### src/design/ara_pkg.sv
// Vector coprocessor shared definitions
package ara_pkg;

  //////////////////////////////////////////////////
  // Machine sizes
  //////////////////////////////////////////////////

  localparam int unsigned NR_LANES = 4;
  localparam int unsigned ELEN = 32;
  localparam int unsigned VLEN = 512;
  localparam int unsigned VLMAX = VLEN / ELEN;
  localparam int unsigned ELEMS_PER_LANE = VLMAX / NR_LANES;
  localparam int unsigned NR_VREGS = 8;

  // Instructions in flight and per-lane buffering
  localparam int unsigned NR_VINSN = 4;
  localparam int unsigned LANE_QUEUE_DEPTH = 2;

  //////////////////////////////////////////////////
  // Derived widths
  //////////////////////////////////////////////////

  localparam int unsigned LANE_IDX_W = $clog2(NR_LANES);
  localparam int unsigned SLOT_W = $clog2(ELEMS_PER_LANE);
  localparam int unsigned VREG_IDX_W = $clog2(NR_VREGS);
  localparam int unsigned VL_W = $clog2(VLMAX + 1);
  localparam int unsigned VID_W = $clog2(NR_VINSN);
  localparam int unsigned LQ_PTR_W = $clog2(LANE_QUEUE_DEPTH);

  //////////////////////////////////////////////////
  // Types
  //////////////////////////////////////////////////

  typedef logic [ELEN-1:0] elen_t;
  typedef logic [VREG_IDX_W-1:0] vreg_idx_t;
  // Holds 0..VLMAX inclusive
  typedef logic [VL_W-1:0] vlen_t;
  typedef logic [VID_W-1:0] vid_t;
  typedef logic [SLOT_W-1:0] slot_t;

  // Supported vector operations
  typedef enum logic [2:0] {
    OP_VADD    = 3'd0,
    OP_VSUB    = 3'd1,
    OP_VAND    = 3'd2,
    OP_VOR     = 3'd3,
    OP_VXOR    = 3'd4,
    OP_VADD_VX = 3'd5,
    OP_VMV_VX  = 3'd6,
    OP_VEXT_XV = 3'd7
  } vec_op_e;

endpackage : ara_pkg
### src/design/lane.sv
// Vector lane with instruction queue and ALU
module lane import ara_pkg::*; #(
  parameter int unsigned LANE_ID = 0
) (
  input  logic      clk_i,
  input  logic      reset_i,
  // Broadcast from the sequencer
  input  logic      issue_valid_i,
  input  vid_t      issue_id_i,
  input  vec_op_e   issue_op_i,
  input  vreg_idx_t issue_vd_i,
  input  vreg_idx_t issue_vs1_i,
  input  vreg_idx_t issue_vs2_i,
  input  elen_t     issue_scalar_i,
  input  vlen_t     issue_vl_i,
  output logic      lane_ready_o,
  // Completion
  output logic      done_o,
  output vid_t      done_id_o,
  output elen_t     scalar_o
);

  typedef enum logic {IDLE, RUN} state_e;

  // Instruction queue
  vid_t              q_id [LANE_QUEUE_DEPTH];
  vec_op_e           q_op [LANE_QUEUE_DEPTH];
  vreg_idx_t         q_vd [LANE_QUEUE_DEPTH];
  vreg_idx_t         q_vs1 [LANE_QUEUE_DEPTH];
  vreg_idx_t         q_vs2 [LANE_QUEUE_DEPTH];
  elen_t             q_scalar [LANE_QUEUE_DEPTH];
  vlen_t             q_vl [LANE_QUEUE_DEPTH];
  logic [LQ_PTR_W-1:0] q_wr_q;
  logic [LQ_PTR_W-1:0] q_rd_q;
  logic [LQ_PTR_W:0]   q_cnt_q;
  logic              push;
  logic              pop;

  // Instruction in execution
  state_e    state_q;
  vid_t      cur_id_q;
  vec_op_e   cur_op_q;
  vreg_idx_t cur_vd_q;
  vreg_idx_t cur_vs1_q;
  vreg_idx_t cur_vs2_q;
  elen_t     cur_scalar_q;
  vlen_t     cur_vl_q;
  slot_t     slot_q;

  vlen_t elem_idx;
  logic  is_ext;
  logic  active;
  logic  last;
  logic  owns_idx;
  slot_t rd_slot;
  elen_t a_data;
  elen_t b_data;
  elen_t result;
  logic  done_q;
  vid_t  done_id_q;
  elen_t scalar_q;

  //////////////////////////////////////////////////
  // Queue
  //////////////////////////////////////////////////

  assign lane_ready_o = (q_cnt_q < (LQ_PTR_W + 1)'(LANE_QUEUE_DEPTH));
  assign push         = issue_valid_i && lane_ready_o;
  assign pop          = (state_q == IDLE) && (q_cnt_q != '0);

  //////////////////////////////////////////////////
  // Element loop
  //////////////////////////////////////////////////

  // Slot s of this lane holds element s * NR_LANES + LANE_ID
  assign elem_idx = vlen_t'(slot_q) * vlen_t'(NR_LANES) + vlen_t'(LANE_ID);
  assign is_ext   = (cur_op_q == OP_VEXT_XV);
  assign active   = !is_ext && (elem_idx < cur_vl_q);
  assign last     = is_ext || !active || (slot_q == slot_t'(ELEMS_PER_LANE - 1)) ||
                    ((elem_idx + vlen_t'(NR_LANES)) >= cur_vl_q);

  // Extract index ownership
  assign owns_idx = (cur_scalar_q[LANE_IDX_W-1:0] == LANE_IDX_W'(LANE_ID)) &&
                    (cur_scalar_q < elen_t'(VLMAX));
  assign rd_slot  = is_ext ? cur_scalar_q[LANE_IDX_W +: SLOT_W] : slot_q;

  always_comb begin
    case (cur_op_q)
      OP_VADD:    result = a_data + b_data;
      OP_VSUB:    result = a_data - b_data;
      OP_VAND:    result = a_data & b_data;
      OP_VOR:     result = a_data | b_data;
      OP_VXOR:    result = a_data ^ b_data;
      OP_VADD_VX: result = a_data + cur_scalar_q;
      OP_VMV_VX:  result = cur_scalar_q;
      default:    result = '0;
    endcase
  end

  lane_vrf i_vrf (
    .clk_i      (clk_i                      ),
    .reset_i    (reset_i                    ),
    .rd_a_reg_i (cur_vs2_q                  ),
    .rd_b_reg_i (cur_vs1_q                  ),
    .rd_slot_i  (rd_slot                    ),
    .rd_a_data_o(a_data                     ),
    .rd_b_data_o(b_data                     ),
    .wr_en_i    ((state_q == RUN) && active ),
    .wr_reg_i   (cur_vd_q                   ),
    .wr_slot_i  (slot_q                     ),
    .wr_data_i  (result                     )
  );

  //////////////////////////////////////////////////
  // Control
  //////////////////////////////////////////////////

  always_ff @(posedge clk_i) begin
    if (reset_i) begin
      state_q <= IDLE;
      done_q  <= 1'b0;
      q_wr_q  <= '0;
      q_rd_q  <= '0;
      q_cnt_q <= '0;
    end else begin
      done_q <= 1'b0;
      if (push) begin
        q_wr_q <= q_wr_q + 1'b1;
      end
      if (pop) begin
        q_rd_q <= q_rd_q + 1'b1;
      end
      q_cnt_q <= q_cnt_q + {{LQ_PTR_W{1'b0}}, push} - {{LQ_PTR_W{1'b0}}, pop};
      case (state_q)
        IDLE: begin
          if (pop) begin
            state_q <= RUN;
          end
        end
        RUN: begin
          if (last) begin
            state_q <= IDLE;
            done_q  <= 1'b1;
          end
        end
        default: state_q <= IDLE;
      endcase
    end
  end

  always_ff @(posedge clk_i) begin
    if (push) begin
      q_id[q_wr_q]     <= issue_id_i;
      q_op[q_wr_q]     <= issue_op_i;
      q_vd[q_wr_q]     <= issue_vd_i;
      q_vs1[q_wr_q]    <= issue_vs1_i;
      q_vs2[q_wr_q]    <= issue_vs2_i;
      q_scalar[q_wr_q] <= issue_scalar_i;
      q_vl[q_wr_q]     <= issue_vl_i;
    end
    if (pop) begin
      cur_id_q     <= q_id[q_rd_q];
      cur_op_q     <= q_op[q_rd_q];
      cur_vd_q     <= q_vd[q_rd_q];
      cur_vs1_q    <= q_vs1[q_rd_q];
      cur_vs2_q    <= q_vs2[q_rd_q];
      cur_scalar_q <= q_scalar[q_rd_q];
      cur_vl_q     <= q_vl[q_rd_q];
      slot_q       <= '0;
    end else if (state_q == RUN) begin
      slot_q <= slot_q + 1'b1;
    end
    if ((state_q == RUN) && last) begin
      done_id_q <= cur_id_q;
      scalar_q  <= (is_ext && owns_idx) ? a_data : '0;
    end
  end

  assign done_o    = done_q;
  assign done_id_o = done_id_q;
  assign scalar_o  = scalar_q;

endmodule : lane

### src/design/lane_vrf.sv
// Per-lane vector register slice
module lane_vrf import ara_pkg::*; (
  input  logic      clk_i,
  input  logic      reset_i,
  // Read ports share one slot
  input  vreg_idx_t rd_a_reg_i,
  input  vreg_idx_t rd_b_reg_i,
  input  slot_t     rd_slot_i,
  output elen_t     rd_a_data_o,
  output elen_t     rd_b_data_o,
  // Write port
  input  logic      wr_en_i,
  input  vreg_idx_t wr_reg_i,
  input  slot_t     wr_slot_i,
  input  elen_t     wr_data_i
);

  elen_t mem_q [NR_VREGS][ELEMS_PER_LANE];

  assign rd_a_data_o = mem_q[rd_a_reg_i][rd_slot_i];
  assign rd_b_data_o = mem_q[rd_b_reg_i][rd_slot_i];

  // Registers start out zero
  always_ff @(posedge clk_i) begin
    if (reset_i) begin
      for (int r = 0; r < NR_VREGS; r++) begin
        for (int s = 0; s < ELEMS_PER_LANE; s++) begin
          mem_q[r][s] <= '0;
        end
      end
    end else if (wr_en_i) begin
      mem_q[wr_reg_i][wr_slot_i] <= wr_data_i;
    end
  end

endmodule : lane_vrf

### config.mk
export PLATFORM = sky130hd
export DESIGN_NAME = lane
export DESIGN_NICKNAME = d
export VERILOG_FILES = /design/src/design/ara_pkg.sv /design/src/design/lane.sv /design/src/design/lane_vrf.sv
export SDC_FILE = /design/constraint.sdc
export NUM_CORES = 2
export LEC_CHECK = 0
export BUFFER_PORTS_ARGS = -buffer_cell sky130_fd_sc_hd__buf_2
export CAP_MARGIN = 20
export CORE_MARGIN = 8
export CORE_UTILIZATION = 55
export DETAILED_ROUTE_END_ITERATION = 10
export PLACE_DENSITY_LB_ADDON = 0.1
export SYNTH_ARGS = -nofsm -noshare
export SYNTH_HDL_FRONTEND = slang
export SYNTH_SLANG_ARGS = --single-unit
### constraint.sdc
create_clock -name clk_i -period 7.1 [get_ports clk_i]
set_clock_uncertainty 0.1 [all_clocks]
set_input_delay 1.065 -clock clk_i [delete_from_list [all_inputs] [get_ports clk_i]]
set_output_delay 1.065 -clock clk_i [all_outputs]
set_load 0.02 [all_outputs]
==> flow_summary.ini <==
[final_layout]
areaGrowthSynthToFinish_pct = 13.33
n_fill_cell = 8638
layout.nets = 4767
drive_above_1_share_pct = 31.51
final_core_utilization_pct = 62.68

[sta]
timing.max_slew.rel_slack_pct = 17.12
final.min_clock_period_ps = 6958
hold_viol_final = 0
layout_worst_path_cycle_share_pct = 98.00
drv_slew = 0
fin_setup_tns_ps = 0
clock.fmax_mhz = 143.7
worst_slack_ps = 142.1
worst_slew_pin_slew_ps = 1243
timing.final.setup_violations = 0

[yosys]
synth.ff_latch_count = 1219
netlist_top_cells_area = sky130_fd_sc_hd__edfxtp_1 57%, sky130_fd_sc_hd__mux4_2 21%, sky130_fd_sc_hd__nor2_1 6.3%
synth_cell_type_count = 91
synth-async-reset-ratio_pct = 0
synth_top_area_share_pct = 56.66
yosysWarnings = 0
synth_nets = 4604
ys_seq_area_share_pct = 56.91
postSynthCellCount = 4441
syn_area_mm2 = 0.06418
synth_top_flop_cell = sky130_fd_sc_hd__edfxtp_1
mean_post_synth_cell_area_um2 = 14.45
number_of_enable_type_register_cells_in_the_synthesized_netlist = 1211
netlist.top_cell.by_area = sky130_fd_sc_hd__edfxtp_1

[power]
vdd_ir_drop_max_mv = 0.5510
power_density_mw_per_mm2 = 513.7
leakage_nw = 25.81

[route]
initialDrtViolationCount = 6823
routed_wirelength_mm = 232.2
avgViaCountPerCell = 7.059
post_drt_wl_per_cell_um = 37.31
firstDrtPassIters = 6
antenna_left = 0
detailroute.via_count = 43940
post-route-drc-count = 0

[grt]
grt_first_pass_wirelength_mm = 321.3
grt_remaining_overflow = 0
grtUsageTotal_pct = 35.99
grt_max_degree = 73
first_global_vias = 42690
antenna_found_initial = 2

[worst_hold_path]
hold_class = reg -> reg
min_to = done_id_o[0]$_DFFE_PP_
worst_hold_stages = 0
origin_of_the_worst_min_delay_path = cur_id_q[0]$_DFFE_PP_

[outcome]
run_status = finished clean

[critical_path]
r2r-end = i_vrf.mem_q[7][92]$_SDFFCE_PN0P_
worst_ep_arrival_time_ps = 7330
criticalPathCategory = reg -> reg
slowest_delay_ps = 550
critPathCaptureType = flop
timing.reg2reg.worst_path_depth = 28
r2r_slack_ps = 140
worstPathRequired_ps = 7470
timing.critical_path.slowest_stage_cell = sky130_fd_sc_hd__or4_4
timing.critical_path.fanout_max = 16
cp-start-kind = flop
crit-reg2reg-launch = cur_vs1_q[1]$_DFFE_PP_

[clock_tree]
cts.sinks = 1219
cts_tree = yes
htree_num_levels = 4
cts.clk_slew.worst_paths_ps = 60
clockBufferDepth = 3
clock_insertion_delay_worst_skew_ps = 760
numCtsBuffers = 131
clock_tree.root_cell = sky130_fd_sc_hd__clkbuf_16

[job]
maxCapViolations = 0

[place]
io_buffer_count = 89
globalplace.congestion = 0.9474
final_hpwl_from_detailed_placement_mm = 138.2
worst_case_setup_slack_after_placement_ps = -300.6

[floorplan]
die_area_mm2 = 0.1279
ioPinCount = 90
fp.coreArea_mm2 = 0.1160
die_width_um = 357.6
placement_rows = 125
starting_utilization_of_the_core_area_pct = 55.30
die_height_um = 357.6
==> sequential cells by signal, summed over array words and instances (netlist names), 4 cells and up <==
| name | cells |
|---|---|
| q_vs1 | 6 |
| i_vrf.mem_q | 1024 |
| q_vl | 10 |
| q_vd | 6 |
| scalar_o | 32 |
| q_scalar | 64 |
| q_id | 4 |
| q_vs2 | 6 |
| cur_scalar_q | 32 |
| cur_vl_q | 5 |
| q_op | 6 |
==> per-stage QoR <==
step / area, um2 / total power, W / std cells / hold slack, ps
2_1_floorplan: 64210 / 0.02171 / 4441 / 300.3
3_3_place_gp: 68110 / 0.02952 / 5973 / 301.4
3_5_place_dp: 68170 / 0.02957 / 5976 / 304.5
4_1_cts: 72240 / 0.03619 / 6206 / 317.9
5_1_grt: 72740 / 0.03873 / 6224 / 343.8
6_report: 72740 / 0.03737 / 6225 / 316.8
==> worst max-delay path, delay by kind of cell (launching register included) <==
kind / cells / cell delay [ps]
AO/OA/AOI/OAI: 8 / 1500
flip-flops: 1 / 460
buffers and inverters: 9 / 1540
adder cells (fa/ha/maj): 1 / 350
AND/OR/NAND/NOR: 8 / 1700
multiplexers: 2 / 990
==> repair_timing <==
action                                 in CTS  in global routing
endpoints found under the hold margin       0                  0
pin swaps                                   1                 10
gates resized for setup                     9                 37
gates cloned                                0                  6
setup endpoints to repair                 160                192
setup buffers                               1                 11
hold buffers                                0                  0
==> Yosys cell counts (all sizes together) (37+ instances only) <==
| cell type | instances |
|---|---|
| clkbuf | 315 |
| edfxtp | 1211 |
| buf | 96 |
| ha | 108 |
| inv | 96 |
| nand2 | 168 |
| nor3 | 48 |
| mux4 | 597 |
| o21ai | 46 |
| a21oi | 86 |
| mux2i | 120 |
| nand2b | 37 |
| mux2 | 81 |
| nor2 | 1115 |
==> cells in the final DEF (no fill, tap or decap), drive strengths merged, types with 81 or more instances in the layout <==
cell type,synthesis,layout
edfxtp,1211,1211
clkbuf,315,168
nand2,168,168
a21oi,86,86
buf,96,435
inv,96,98
mux4,597,597
nor2,1115,1115
mux2,81,81
mux2i,120,120
ha,108,108
==> worst max path at each step <==
stage	from	end	slack (ps)
final	cur_vs1_q[1]$_DFFE_PP_	i_vrf.mem_q[7][92]$_SDFFCE_PN0P_	140
after detailed placement	cur_vs1_q[1]$_DFFE_PP_	i_vrf.mem_q[3][123]$_SDFFCE_PN0P_	-300
after global routing	cur_vs1_q[1]$_DFFE_PP_	i_vrf.mem_q[5][124]$_SDFFCE_PN0P_	-60
after global placement	cur_vs1_q[1]$_DFFE_PP_	i_vrf.mem_q[1][59]$_SDFFCE_PN0P_	-260
after floorplan	cur_op_q[0]$_DFFE_PP_	i_vrf.mem_q[7][28]$_SDFFCE_PN0P_	60
after CTS	cur_vs1_q[1]$_DFFE_PP_	i_vrf.mem_q[6][124]$_SDFFCE_PN0P_	20
==> power breakdown <==
part	internal [W]	leakage [nW]	total [W]	switching (W)
sequential	0.00858	12.4	0.00897	0.000394
combinational	0.00828	11.5	0.0218	0.0135
clock	0.00373	1.96	0.00659	0.00286
total	0.0206	25.8	0.0374	0.0168
==> cells by family after synthesis <==
kind of cell | share of synthesized area (%)
simple gates | 9.360
flops | 56.91
mux | 24.29
buf+inv | 3.476
compound gates | 3.464
fa+ha+maj | 2.137
xor+xnor | 0.3684
==> metal layers <==
layer  GRT usage [%]  vias up  routed length [um]
met5               0        -                   0
met4           19.23        0               15300
met3           10.97      793               34950
li1                -    17320                   -
met1           46.29    22220               77250
met2           55.26     3608              104700
==> area by class of cell <==
cell class,instances,area [um2],share of cell area (%)
Multi-Input combinational cell,2715,26040,35.79
Clock inverter,67,454.2,0.6244
Inverter,96,360.3,0.4954
Clock buffer,162,3563,4.899
Antenna cell,1,2.502,0.003440
Timing Repair Buffer,441,3889,5.346
Sequential cell,1219,36530,50.22
Tap cell,1524,1907,2.621
Power figures use the tool's default switching activity.
