## src/design/ara_pkg.sv

```systemverilog
// Vector coprocessor shared definitions
package ara_pkg;

  //////////////////////////////////////////////////
  // Machine sizes
  //////////////////////////////////////////////////

  localparam int unsigned NR_LANES = 4;
  localparam int unsigned ELEN = 32;
  localparam int unsigned VLEN = 512;
  localparam int unsigned VLMAX = VLEN / ELEN;
  localparam int unsigned ELEMS_PER_LANE = VLMAX / NR_LANES;
  localparam int unsigned NR_VREGS = 8;

  // Instructions in flight and per-lane buffering
  localparam int unsigned NR_VINSN = 4;
  localparam int unsigned LANE_QUEUE_DEPTH = 2;

  //////////////////////////////////////////////////
  // Derived widths
  //////////////////////////////////////////////////

  localparam int unsigned LANE_IDX_W = $clog2(NR_LANES);
  localparam int unsigned SLOT_W = $clog2(ELEMS_PER_LANE);
  localparam int unsigned VREG_IDX_W = $clog2(NR_VREGS);
  localparam int unsigned VL_W = $clog2(VLMAX + 1);
  localparam int unsigned VID_W = $clog2(NR_VINSN);
  localparam int unsigned LQ_PTR_W = $clog2(LANE_QUEUE_DEPTH);

  //////////////////////////////////////////////////
  // Types
  //////////////////////////////////////////////////

  typedef logic [ELEN-1:0] elen_t;
  typedef logic [VREG_IDX_W-1:0] vreg_idx_t;
  // Holds 0..VLMAX inclusive
  typedef logic [VL_W-1:0] vlen_t;
  typedef logic [VID_W-1:0] vid_t;
  typedef logic [SLOT_W-1:0] slot_t;

  // Supported vector operations
  typedef enum logic [2:0] {
    OP_VADD    = 3'd0,
    OP_VSUB    = 3'd1,
    OP_VAND    = 3'd2,
    OP_VOR     = 3'd3,
    OP_VXOR    = 3'd4,
    OP_VADD_VX = 3'd5,
    OP_VMV_VX  = 3'd6,
    OP_VEXT_XV = 3'd7
  } vec_op_e;

endpackage : ara_pkg
```

## src/design/ara_dispatcher.sv

```systemverilog
// Request checker and response slot
module ara_dispatcher import ara_pkg::*; (
  input  logic      clk_i,
  input  logic      reset_i,
  // Host request
  input  logic      req_valid_i,
  output logic      req_ready_o,
  input  vec_op_e   req_op_i,
  input  vreg_idx_t req_vd_i,
  input  vreg_idx_t req_vs1_i,
  input  vreg_idx_t req_vs2_i,
  input  elen_t     req_scalar_i,
  input  vlen_t     req_vl_i,
  // Host response
  output logic      resp_valid_o,
  input  logic      resp_ready_i,
  output elen_t     resp_data_o,
  output logic      resp_error_o,
  // Towards the sequencer
  output logic      disp_valid_o,
  input  logic      disp_ready_i,
  output vec_op_e   disp_op_o,
  output vreg_idx_t disp_vd_o,
  output vreg_idx_t disp_vs1_o,
  output vreg_idx_t disp_vs2_o,
  output elen_t     disp_scalar_o,
  output vlen_t     disp_vl_o,
  output logic      disp_skip_o,
  // Retirement from the sequencer
  input  logic      retire_valid_i,
  output logic      retire_ready_o,
  input  elen_t     retire_data_i,
  input  logic      retire_error_i
);

  logic  is_ext;
  logic  illegal;
  logic  vl_zero;
  logic  resp_valid_q;
  elen_t resp_data_q;
  logic  resp_error_q;

  //////////////////////////////////////////////////
  // Decode
  //////////////////////////////////////////////////

  // Extract ignores vl, its scalar is the element index
  assign is_ext  = (req_op_i == OP_VEXT_XV);
  assign illegal = !is_ext && (req_vl_i > vlen_t'(VLMAX));
  assign vl_zero = !is_ext && (req_vl_i == '0);

  assign disp_valid_o  = req_valid_i;
  assign req_ready_o   = disp_ready_i;
  assign disp_op_o     = req_op_i;
  assign disp_vd_o     = req_vd_i;
  assign disp_vs1_o    = req_vs1_i;
  assign disp_vs2_o    = req_vs2_i;
  assign disp_scalar_o = req_scalar_i;
  assign disp_vl_o     = req_vl_i;
  // Lanes never see these
  assign disp_skip_o   = illegal | vl_zero;

  //////////////////////////////////////////////////
  // Response slot
  //////////////////////////////////////////////////

  assign retire_ready_o = !resp_valid_q;

  always_ff @(posedge clk_i) begin
    if (reset_i) begin
      resp_valid_q <= 1'b0;
    end else if (retire_valid_i && retire_ready_o) begin
      resp_valid_q <= 1'b1;
    end else if (resp_ready_i) begin
      resp_valid_q <= 1'b0;
    end
  end

  always_ff @(posedge clk_i) begin
    if (retire_valid_i && retire_ready_o) begin
      resp_data_q  <= retire_data_i;
      resp_error_q <= retire_error_i;
    end
  end

  assign resp_valid_o = resp_valid_q;
  assign resp_data_o  = resp_data_q;
  assign resp_error_o = resp_error_q;

endmodule : ara_dispatcher

```

## config.mk

```make
export PLATFORM = sky130hd
export DESIGN_NAME = ara_dispatcher
export DESIGN_NICKNAME = d
export VERILOG_FILES = /design/src/design/ara_pkg.sv /design/src/design/ara_dispatcher.sv
export SDC_FILE = /design/constraint.sdc
export NUM_CORES = 1
export LEC_CHECK = 0
export ABC_AREA = 1
export BUFFER_PORTS_ARGS = -buffer_cell sky130_fd_sc_hd__clkbuf_2
export CORE_AREA = 2 2 68 70
export DETAILED_ROUTE_END_ITERATION = 8
export DIE_AREA = 0 0 70 72
export GPL_TIMING_DRIVEN = 0
export PLACE_DENSITY = 0.83
export SLEW_MARGIN = 20
export SYNTH_ARGS = -nofsm -noshare
export SYNTH_HDL_FRONTEND = slang
export SYNTH_SLANG_ARGS = --single-unit
```

## constraint.sdc

```tcl
create_clock -name clk_i -period 2.11 [get_ports clk_i]
set_input_delay 0.211 -clock clk_i [delete_from_list [all_inputs] [get_ports clk_i]]
set_output_delay 0.211 -clock clk_i [all_outputs]
set_load 0.01 [all_outputs]
```

==> summary.txt, run 1 <==
Worst setup path
  • Critical Path RT: 2.02 ns
  • FF-to-FF Start: resp_valid_o
  • R2r endpoint: resp_data_o[23]
  • Crit path DAT: 1.25 ns
  • Worst R2R Setup Slack: 0.77 ns
  • Startpoint types: flop
  • CP Max Fanout: 33
  • Crit end category: flop
  • Crit Path Category: flop to flop
  • Worst r2r path cells: 3

Floorplan
  • Die Wd: 70 µm
  • # rows: 24
  • I/O pin cnt: 175
  • Die height: 72 µm
  • Core area: 4260 µm²
  • DIE AREA: 5040 µm²
  • Initial Utilization: 34.1%

Placement
  • Placed Cells: 281
  • I/O Buffers: 131
  • Gpl congestion: 0.791

Global routing
  • Initial antenna violation count: 0
  • Tot GR Track Use: 12.7%
  • Vias in the first global route: 1021
  • First-pass GRT wire length: 4.77 mm
  • GR Overflow Total: 0
  • Largest net degree at the start of global routing: 34

STA
  • Slew @ Worst Pin: 0.666 ns
  • Tcrit/Tclk final: 63.5%
  • Sum Neg Setup Slack: 0 ns
  • RSZ-0062 raised after global routing: false
  • Final Setup Violations: 0
  • Final hold slack: 0.0969 ns
  • FMAX: 746 MHz
  • Max-slew violation count: 0
  • Clock skew: 0.00708 ns
  • Final hold vios: 0
  • Clock period minus worst slack: 1.34 ns
  • Relative slew slack: 55.5%

Finish
  • Share of layout cells above drive strength 1: 81.4%
  • Post-Layout Cell Count: 288
  • Filler cells: 390
  • N_diodes: 0
  • Area of the multi-input gates: 50.0 µm²
  • Nets: 324
  • FF+latch area: 1010 µm²
  • Area growth syn-to-layout: 54.9%

Detailed routing
  • Drt first-iter violations: 72
  • TritonRoute pass-1 iters: 4
  • Via/cell ratio: 3.99
  • DRC Markers: 0
  • Total Wirelength: 3.53 mm
  • Drt wl/cell: 12.3 µm
  • Detail Route Antenna Nets: 0
  • Vias: 1148

Clocking
  • Post-CTS setup buffer count: 0
  • Max Root-Sink Buffers: 2
  • Clock Latency Late Sink: 0.28 ns
  • Hold_buf cts: 0
  • Clock-pin slew on the worst setup and hold paths: 0.06 ns
  • Clock sinks: 34
  • Resized cells post-CTS: 0
  • H-tree Lvls: 2
  • Root Driver: clkbuf_8
  • CTS tree: built
  • Cts bufs inserted: 5

Pwr
  • P_sw: 355 µW
  • Maximum vdd drop: 0.528 mV
  • Power density cells: 672 nW/µm²
  • Power share of the sequential group: 52.9%
  • Clock power share: 28.9%
  • Sw Share: 23.4%
  • Internal power: 1160 µW
  • Static Leak: 0.00119 µW
  • Logic pwr share: 18.2%

Synth
  • Yosys top cell area share: 68.1%
  • Post-Syn Area: 1460 µm²
  • Async set-reset flop share out of synthesis: 0%
  • Number of synthesized flops with an enable pin: 33
  • Synth top cells by count: 51 x buf_4, 33 x edfxtp_1, 3 x nand2_1
  • Synth warn: 0
  • Most frequent cell after synthesis: buf_4
  • Post-Syn Area per Cell: 14.8 µm²
  • Cells after synthesis: 98
  • Synth Net Count: 186
  • Synth cell types: 11
  • Ranking of synthesized cells by area: edfxtp_1 68%, buf_4 26%, dfxtp_1 1.4%, nand2_1 0.77%, nand3_1 0.69%
  • Seq/Total Area, Yosys: 69.5%
  • FF+latch count, synth: 34
  • Yosys top cell by area: edfxtp_1
  • Dominant synthesized flop cell: edfxtp_1

Outcome
  • Status: finished clean

Min path
  • Hold Crit Endpoint: resp_valid_o
  • Hold depth: 2
  • Hold Path Class: input pin to flop
  • Hold Crit Start: reset_i

Job
  • Max Cap Viol: 0
-- through the flow --
stage / instance area, µm² / setup slack, ns / total power [µW] / utilization, %
after global placement: 2180 / 0.450 / 1090 / 51.0
after floorplan: 1460 / 0.565 / 960 / -
after CTS: 2250 / 0.341 / 1540 / 52.9
final: 2250 / 0.770 / 1520 / 52.9
after detailed placement: 2180 / 0.349 / 1100 / 51.0
after global routing: 2250 / 0.658 / 1590 / 52.9
-- state kept, by name, summed over array words and instances, names as in the netlist --
name          flops
resp_data_o      32
resp_error_o      1
resp_valid_o      1
-- logic make-up after synthesis --
group           count (synthesis)  share of synthesized area [%]
buf+inv                        54                           27.1
flops                          34                           69.5
simple gates                    9                           2.84
compound gates                  1                          0.602
-- cell usage in the layout (no fill, tap or decap) --
| cell | Yosys | routed |
|---|---|---|
| nor2_1 | 2 | 2 |
| inv_2 | 1 | 2 |
| nand2_1 | 3 | 3 |
| buf_4 | 51 | 51 |
| edfxtp_1 | 33 | 33 |
| clkinv_2 | 0 | 2 |
| clkbuf_8 | 0 | 5 |
| clkbuf_2 | 0 | 131 |
| nand3_1 | 2 | 2 |
| a21oi_2 | 1 | 1 |
| inv_1 | 2 | 1 |
| or2_1 | 1 | 1 |
| nand4_1 | 1 | 1 |
| dfxtp_1 | 1 | 1 |
-- power by group through the flow --
stage / registers, µW / logic (µW) / clock network [µW]
6_report: 802 / 276 / 438
5_1_grt: 805 / 298 / 484
4_1_cts: 804 / 282 / 453
3_5_place_dp: 818 / 281 / 0
3_3_place_gp: 815 / 275 / 0
2_1_floorplan: 838 / 122 / 0
-- how the worst max path moves through the flow --
stage / from / to / slack [ns] / cells past startpoint
6_report: resp_valid_o / resp_data_o[23] / 0.77 / 3
3_5_place_dp: resp_valid_o / resp_data_o[23] / 0.35 / 3
4_1_cts: resp_valid_o / resp_data_o[8] / 0.34 / 3
5_1_grt: resp_valid_o / resp_data_o[7] / 0.66 / 3
2_1_floorplan: resp_valid_o / resp_data_o[0] / 0.57 / 3
3_3_place_gp: resp_valid_o / resp_data_o[23] / 0.45 / 3
-- routing by layer --
layer / vias to the layer above / part of all wire (%) / wire (µm) / GRT usage, %
li1: 553 / - / - / -
met1: 509 / 27 / 969 / 11.2
met2: 82 / 59 / 2080 / 24.7
met3: 4 / 12 / 430 / 5.42
met4: 0 / 1.4 / 49 / 5.77
met5: - / 0 / 0 / 0
-- final cells by class --
| cell class | instances | share of cell area [%] |
|---|---|---|
| Clock buffer | 5 | 3.05 |
| Buffer | 51 | 17.0 |
| Clock inverter | 2 | 0.444 |
| Tap cell | 52 | 2.89 |
| Timing Repair Buffer | 131 | 29.1 |
| Multi-Input combinational cell | 10 | 2.22 |
| Inverter | 3 | 0.499 |
| Sequential cell | 34 | 44.8 |
-- worst max-delay path, stage by stage, from the launching register on --
cell and delay, ns:
dfxtp_1 0.32, inv_2 0.06, nand2_1 0.08, inv_2 0.50
No activity file was read; power rests on OpenSTA's default activity.
==> run 2, diff against run 1 <==
--- a/config.mk
+++ b/config.mk
@@ -7,11 +7,10 @@
 export LEC_CHECK = 0
 export ABC_AREA = 1
 export BUFFER_PORTS_ARGS = -buffer_cell sky130_fd_sc_hd__clkbuf_2
-export CORE_AREA = 2 2 68 70
+export CORE_UTILIZATION = 33
 export DETAILED_ROUTE_END_ITERATION = 8
-export DIE_AREA = 0 0 70 72
 export GPL_TIMING_DRIVEN = 0
-export PLACE_DENSITY = 0.83
+export PLACE_DENSITY = 0.81
 export SLEW_MARGIN = 20
 export SYNTH_ARGS = -nofsm -noshare
 export SYNTH_HDL_FRONTEND = slang
==> constraint.sdc (replaced) <==
create_clock -name clk_i -period 1.3 [get_ports clk_i]
set_input_delay 0.13 -clock clk_i [delete_from_list [all_inputs] [get_ports clk_i]]
set_output_delay 0.13 -clock clk_i [all_outputs]
set_load 0.01 [all_outputs]
==> summary.txt, run 2 (synthesis results as in run 1) <==
Outcome
  • Status: finished clean

Placement
  • I/O Buffers: 131 (unchanged)
  • Placed Cells: 279 (-0.71%)
  • Gpl congestion: 0.755 (-4.6%)
  • Dpl hpwl: 3.20 mm

STA
  • Slew @ Worst Pin: 0.379 ns (-0.287 ns)
  • FMAX: 834 MHz (+12%)
  • Tcrit/Tclk final: 92.2% (+29 points)
  • Final hold vios: 0 (unchanged)
  • Clock skew: 0.00640 ns (-0.000674 ns)
  • Final Setup Violations: 0 (unchanged)
  • Clock period minus worst slack: 1.20 ns (-0.141 ns)
  • Relative slew slack: 74.6% (+19 points)
  • Max-slew violation count: 0 (unchanged)
  • RSZ-0062 raised after global routing: false

Detailed routing
  • Total Wirelength: 3.94 mm (+12%)
  • Drt first-iter violations: 95 (+32%)
  • TritonRoute pass-1 iters: 4 (unchanged)
  • DRC Markers: 0 (unchanged)
  • Vias: 1177 (+2.5%)
  • Drt wl/cell: 13.6 µm (+11%)
  • Via/cell ratio: 4.06 (+1.8%)
  • Detail Route Antenna Nets: 0 (unchanged)

Clocking
  • CTS tree: built
  • Cts bufs inserted: 5 (unchanged)
  • Post-CTS setup buffer count: 0 (unchanged)
  • Clock sinks: 34 (unchanged)
  • Max Root-Sink Buffers: 2 (unchanged)
  • Clock-pin slew on the worst setup and hold paths: 0.07 ns (about the same)
  • Clock Latency Late Sink: 0.28 ns (about the same)
  • Root Driver: clkbuf_8
  • H-tree Lvls: 2 (unchanged)

Pwr
  • Maximum vdd drop: 0.672 mV (+27%)
  • Static Leak: 0.00120 µW (+0.45%)
  • Power density cells: 1090 nW/µm² (+62%)
  • Pwr Total: 2510 µW (+66%)

Floorplan
  • Die Wd: 68.4 µm (-2.3%)
  • Core area: 4120 µm² (-3.5%)
  • Initial Utilization: 35.4% (+1.2 points)
  • Die height: 68.4 µm (-5.0%)
  • DIE AREA: 4680 µm² (-7.2%)
  • # rows: 23 (-4.2%)
  • I/O pin cnt: 175 (unchanged)

Worst setup path
  • Critical Path RT: 1.22 ns (-0.80 ns)
  • R2r endpoint: resp_data_o[6]
  • Crit end category: flop
  • Crit path DAT: 1.12 ns (-0.13 ns)
  • CP Max Fanout: 17 (-48%)
  • Crit Path Category: flop to flop
  • FF-to-FF Start: resp_valid_o
  • Worst r2r path cells: 3 (unchanged)
  • Startpoint types: flop
  • Worst R2R Setup Slack: 0.10 ns (-0.67 ns)

Finish
  • Most common cell after layout, fill and taps aside: clkbuf_2
  • Area growth syn-to-layout: 58.3%
  • Max FFs per register: 32 (unchanged)
  • Commonest cells after routing, fill and taps aside: 131 x clkbuf_2, 51 x buf_4, 33 x edfxtp_1
  • Filler cells: 344 (-12%)
  • Share of layout cells above drive strength 1: 81.3% (-0.11 points)
  • Nets: 327 (+0.93%)
  • Post-Layout Cell Count: 290 (+0.69%)
  • N_diodes: 0 (unchanged)

Global routing
  • Largest net degree at the start of global routing: 18 (-47%)
  • First-pass GRT wire length: 5.22 mm (+9.3%)
  • Vias in the first global route: 1087 (+6.5%)
  • GR Overflow Total: 0 (unchanged)
  • Initial antenna violation count: 0 (unchanged)
  • Tot GR Track Use: 16.5% (+3.9 points)

Min path
  • Hold Crit Start: retire_data_i[17]
  • Hold Path Class: input pin to flop
  • Hold depth: 1 (-1)
  • Hold Crit Endpoint: resp_data_o[17]

Job
  • Max Cap Viol: 0 (unchanged)
[run 2: where the power goes]
part	total, µW	leakage (µW)	internal, µW	switching [µW]
logic	469	0.000829	250	219
registers	1300	0.000326	1280	18.7
clock network	744	0.0000416	366	378
[run 2: worst max-delay path by stage]
stage,startpoint,end,slack [ns],depth (start not counted)
finish,resp_valid_o,resp_data_o[6],0.10,3
global route,resp_valid_o,resp_data_o[25],0.03,3
CTS,resp_valid_o,resp_data_o[31],0.08,3
detailed placement,resp_valid_o,resp_data_o[24],-0.23,3
global placement,resp_valid_o,resp_error_o,-0.17,3
floorplan,resp_valid_o,resp_data_o[0],0.003,3
[run 2: worst max-delay path, stage by stage, from the launching register on]
cell        delay [ns]
dfxtp_4           0.36
inv_4             0.04
nand2_4           0.09
clkinvlp_4        0.34
[run 2: area by class of cell]
cell class	count	area, µm²	share of cell area (%)
Sequential cell	34	1010	44.1
Timing Repair Buffer	133	676	29.3
Buffer	51	383	16.6
Clock buffer	5	68.8	2.99
Tap cell	50	62.6	2.72
Multi-Input combinational cell	10	57.6	2.50
Inverter	3	17.5	0.760
Clock inverter	3	16.3	0.706
Timing Repair inverter	1	7.51	0.326
[run 2: per-layer routing]
layer	global-route usage (%)	up-vias	share of wire (%)
li1	-	563	-
met1	17.4	509	35
met2	26.0	96	49
met3	10.0	9	14
met4	8.07	0	2.0
met5	0	-	0
[run 2: repair_timing]
item,CTS,global route
endpoints found under the setup margin,33,0
hold buffers,1,1
endpoints found under the hold margin,1,1
gates resized for setup,1,0
[run 2: stage by stage]
step / utilization (%) / hold slack [ns] / cell area [µm²] / worst slack (ns) / TNS [ns]
final: 56.0 / 0.0188 / 2300 / 0.101 / 0
after global placement: 53.2 / 0.284 / 2190 / -0.173 / -5.63
after floorplan: - / 0.183 / 1470 / 0.00335 / 0
after global routing: 56.0 / 0.00459 / 2300 / 0.0348 / 0
after detailed placement: 53.2 / 0.283 / 2190 / -0.232 / -7.62
after CTS: 55.7 / 0.00912 / 2290 / 0.0805 / 0
==> run 3, diff against run 2 <==
--- a/config.mk
+++ b/config.mk
@@ -7,10 +7,10 @@
 export LEC_CHECK = 0
 export ABC_AREA = 1
 export BUFFER_PORTS_ARGS = -buffer_cell sky130_fd_sc_hd__clkbuf_2
-export CORE_UTILIZATION = 33
+export CORE_UTILIZATION = 29
 export DETAILED_ROUTE_END_ITERATION = 8
 export GPL_TIMING_DRIVEN = 0
-export PLACE_DENSITY = 0.81
+export PLACE_DENSITY = 0.75
 export SLEW_MARGIN = 20
 export SYNTH_ARGS = -nofsm -noshare
 export SYNTH_HDL_FRONTEND = slang
==> constraint.sdc (replaced) <==
create_clock -name clk_i -period 1.05 [get_ports clk_i]
set_input_delay 0.105 -clock clk_i [delete_from_list [all_inputs] [get_ports clk_i]]
set_output_delay 0.105 -clock clk_i [all_outputs]
set_load 0.01 [all_outputs]
==> summary.txt, run 3 (synthesis results as in run 1) <==
Outcome
  • Status: finished clean

STA
  • Final hold slack: 0.0148 ns (-0.00391 ns)
  • Final Setup Violations: 0 (unchanged)
  • Clock period minus worst slack: 1.01 ns (-0.188 ns)
  • RSZ-0062 raised after global routing: false
  • Tcrit/Tclk final: 96.3% (+4.1 points)
  • Relative slew slack: 91.6% (+17 points)
  • Final hold vios: 0 (unchanged)
  • Clock skew: 0.00400 ns (-0.00241 ns)
  • FMAX: 989 MHz (+19%)
  • Max-slew violation count: 0 (unchanged)
  • Slew @ Worst Pin: 0.126 ns (-0.254 ns)

Finish
  • Area growth syn-to-layout: 85.6%
  • Max FFs per register: 32 (unchanged)
  • Commonest cells after routing, fill and taps aside: 131 x clkbuf_2, 52 x buf_4, 33 x dlygate4sd3_1, 33 x edfxtp_1, 5 x clkbuf_8
  • N_diodes: 0 (unchanged)
  • Most common cell after layout, fill and taps aside: clkbuf_2
  • Nets: 362 (+11%)
  • Share of layout cells above drive strength 1: 72.7% (-8.5 points)
  • Core Util, Final: 56.4% (+0.44 points)

Clocking
  • CTS tree: built
  • Cts bufs inserted: 5 (unchanged)
  • Clock sinks: 34 (unchanged)
  • Clock Latency Late Sink: 0.28 ns (about the same)
  • Root Driver: clkbuf_8
  • H-tree Lvls: 2 (unchanged)
  • Clock-pin slew on the worst setup and hold paths: 0.07 ns (about the same)
  • Max Root-Sink Buffers: 2 (unchanged)

Min path
  • Hold Path Class: input pin to flop
  • Hold Crit Endpoint: resp_data_o[5]
  • Hold Crit Start: retire_data_i[5]
  • Hold depth: 1 (unchanged)

Floorplan
  • Die Wd: 72.8 µm (+6.5%)
  • DIE AREA: 5300 µm² (+13%)
  • Core area: 4790 µm² (+16%)
  • Initial Utilization: 30.4% (-5.0 points)
  • I/O pin cnt: 175 (unchanged)
  • Die height: 72.8 µm (+6.5%)
  • # rows: 25 (+8.7%)

Placement
  • Dpl hpwl: 3.27 mm (+2.4%)
  • Gpl congestion: 0.714 (-5.4%)
  • I/O Buffers: 131 (unchanged)

Global routing
  • GRT Max-Usage Layer: met2
  • Largest net degree at the start of global routing: 12 (-6)
  • Grt met2 use: 31.4% (+5.4 points)
  • M1 GR Usage: 14.2% (-3.2 points)
  • Tot GR Track Use: 15.7% (-0.87 points)
  • Vias in the first global route: 1344 (+24%)
  • Met3 Usage GRT: 5.25% (-4.8 points)
  • First-pass GRT wire length: 6.00 mm (+15%)
  • GR Overflow Total: 0 (unchanged)
  • Initial antenna violation count: 0 (unchanged)

Detailed routing
  • Drt wl/cell: 12.7 µm (-6.7%)
  • DRC Markers: 0 (unchanged)
  • Detail Route Antenna Nets: 0 (unchanged)
  • Vias: 1354 (+15%)
  • Drt first-iter violations: 13 (-86%)
  • Total Wirelength: 4.34 mm (+10%)
  • TritonRoute pass-1 iters: 4 (unchanged)
  • Via/cell ratio: 3.96 (-2.5%)

Worst setup path
  • Worst r2r path cells: 4 (+1)
  • Crit path DAT: 1.00 ns (-0.12 ns)
  • Startpoint types: flop
  • R2r endpoint: resp_data_o[29]
  • Crit end category: flop
  • FF-to-FF Start: resp_valid_o
  • Worst R2R Setup Slack: 0.04 ns (-0.06 ns)
  • Critical Path RT: 1.04 ns (-0.18 ns)
  • CP Max Fanout: 9 (-8)
  • Crit Path Category: flop to flop

Pwr
  • P_sw: 780 µW (+27%)
  • Power share of the sequential group: 46.5% (-5.2 points)
  • Pwr Total: 3470 µW (+38%)
  • Power density cells: 1280 nW/µm² (+18%)
  • Maximum vdd drop: 1.17 mV (+75%)
  • Clock power share: 33.4% (+3.8 points)
  • Logic pwr share: 20.1% (+1.4 points)
  • Sw Share: 22.5% (-2.0 points)
  • Static Leak: 0.00136 µW (+14%)
  • Internal power: 2690 µW (+42%)

Job
  • Max Cap Viol: 0 (unchanged)
## run 3: critical path, cell delays in order (launching register included)
cell	delay, ns
dfxtp_4	0.36
inv_4	0.06
nand2_4	0.07
clkinvlp_4	0.09
buf_6	0.14
## run 3: routing by layer
layer	vias up	routed length, µm
li1	630	-
met1	626	1450
met2	93	2450
met3	5	383
met4	0	55
met5	-	0
## run 3: timing repair
action,4_1_cts,5_1_grt
gates cloned,1,0
gates resized for setup,1,3
setup endpoints to repair,33,27
setup buffers,4,0
hold buffers,30,3
hold endpoints to repair,30,3
## run 3: how the worst max path moves through the flow
stage | startpoint | end | slack, ns
after detailed placement | resp_valid_o | resp_data_o[9] | -0.44
after global placement | resp_valid_o | resp_data_o[23] | -0.40
after floorplan | resp_valid_o | resp_data_o[0] | -0.25
final | resp_valid_o | resp_data_o[29] | 0.04
after CTS | resp_valid_o | resp_data_o[3] | 0.02
after global routing | resp_valid_o | resp_data_o[29] | 0.001
## run 3: area by class of cell
cell class / instances / area, µm²
clock inverter: 3 / 40.0
timing repair buffer: 168 / 1030
inverter: 3 / 17.5
clock buffer: 5 / 68.8
fill: 435 / 2090
multi-input combinational: 10 / 57.6
tap: 67 / 83.8
buffer: 51 / 383
timing repair inverter: 1 / 7.51
sequential: 34 / 1010
## run 3: stage by stage
step / setup TNS [ns] / std cells / worst slack [ns] / cell area [µm²]
after floorplan: -8.14 / 98 / -0.247 / 1470
after global placement: -13.03 / 296 / -0.397 / 2210
after detailed placement: -14.49 / 296 / -0.441 / 2210
after CTS: 0 / 339 / 0.0231 / 2660
after global routing: 0 / 342 / 0.00127 / 2700
final: 0 / 342 / 0.0385 / 2700
## run 3: power groups by stage
stage | clock [µW] | sequential, µW | combinational, µW
CTS | 1190 | 1610 | 685
finish | 1160 | 1610 | 697
floorplan | 0 | 1680 | 251
global route | 1240 | 1620 | 748
detailed placement | 0 | 1640 | 574
global placement | 0 | 1640 | 563
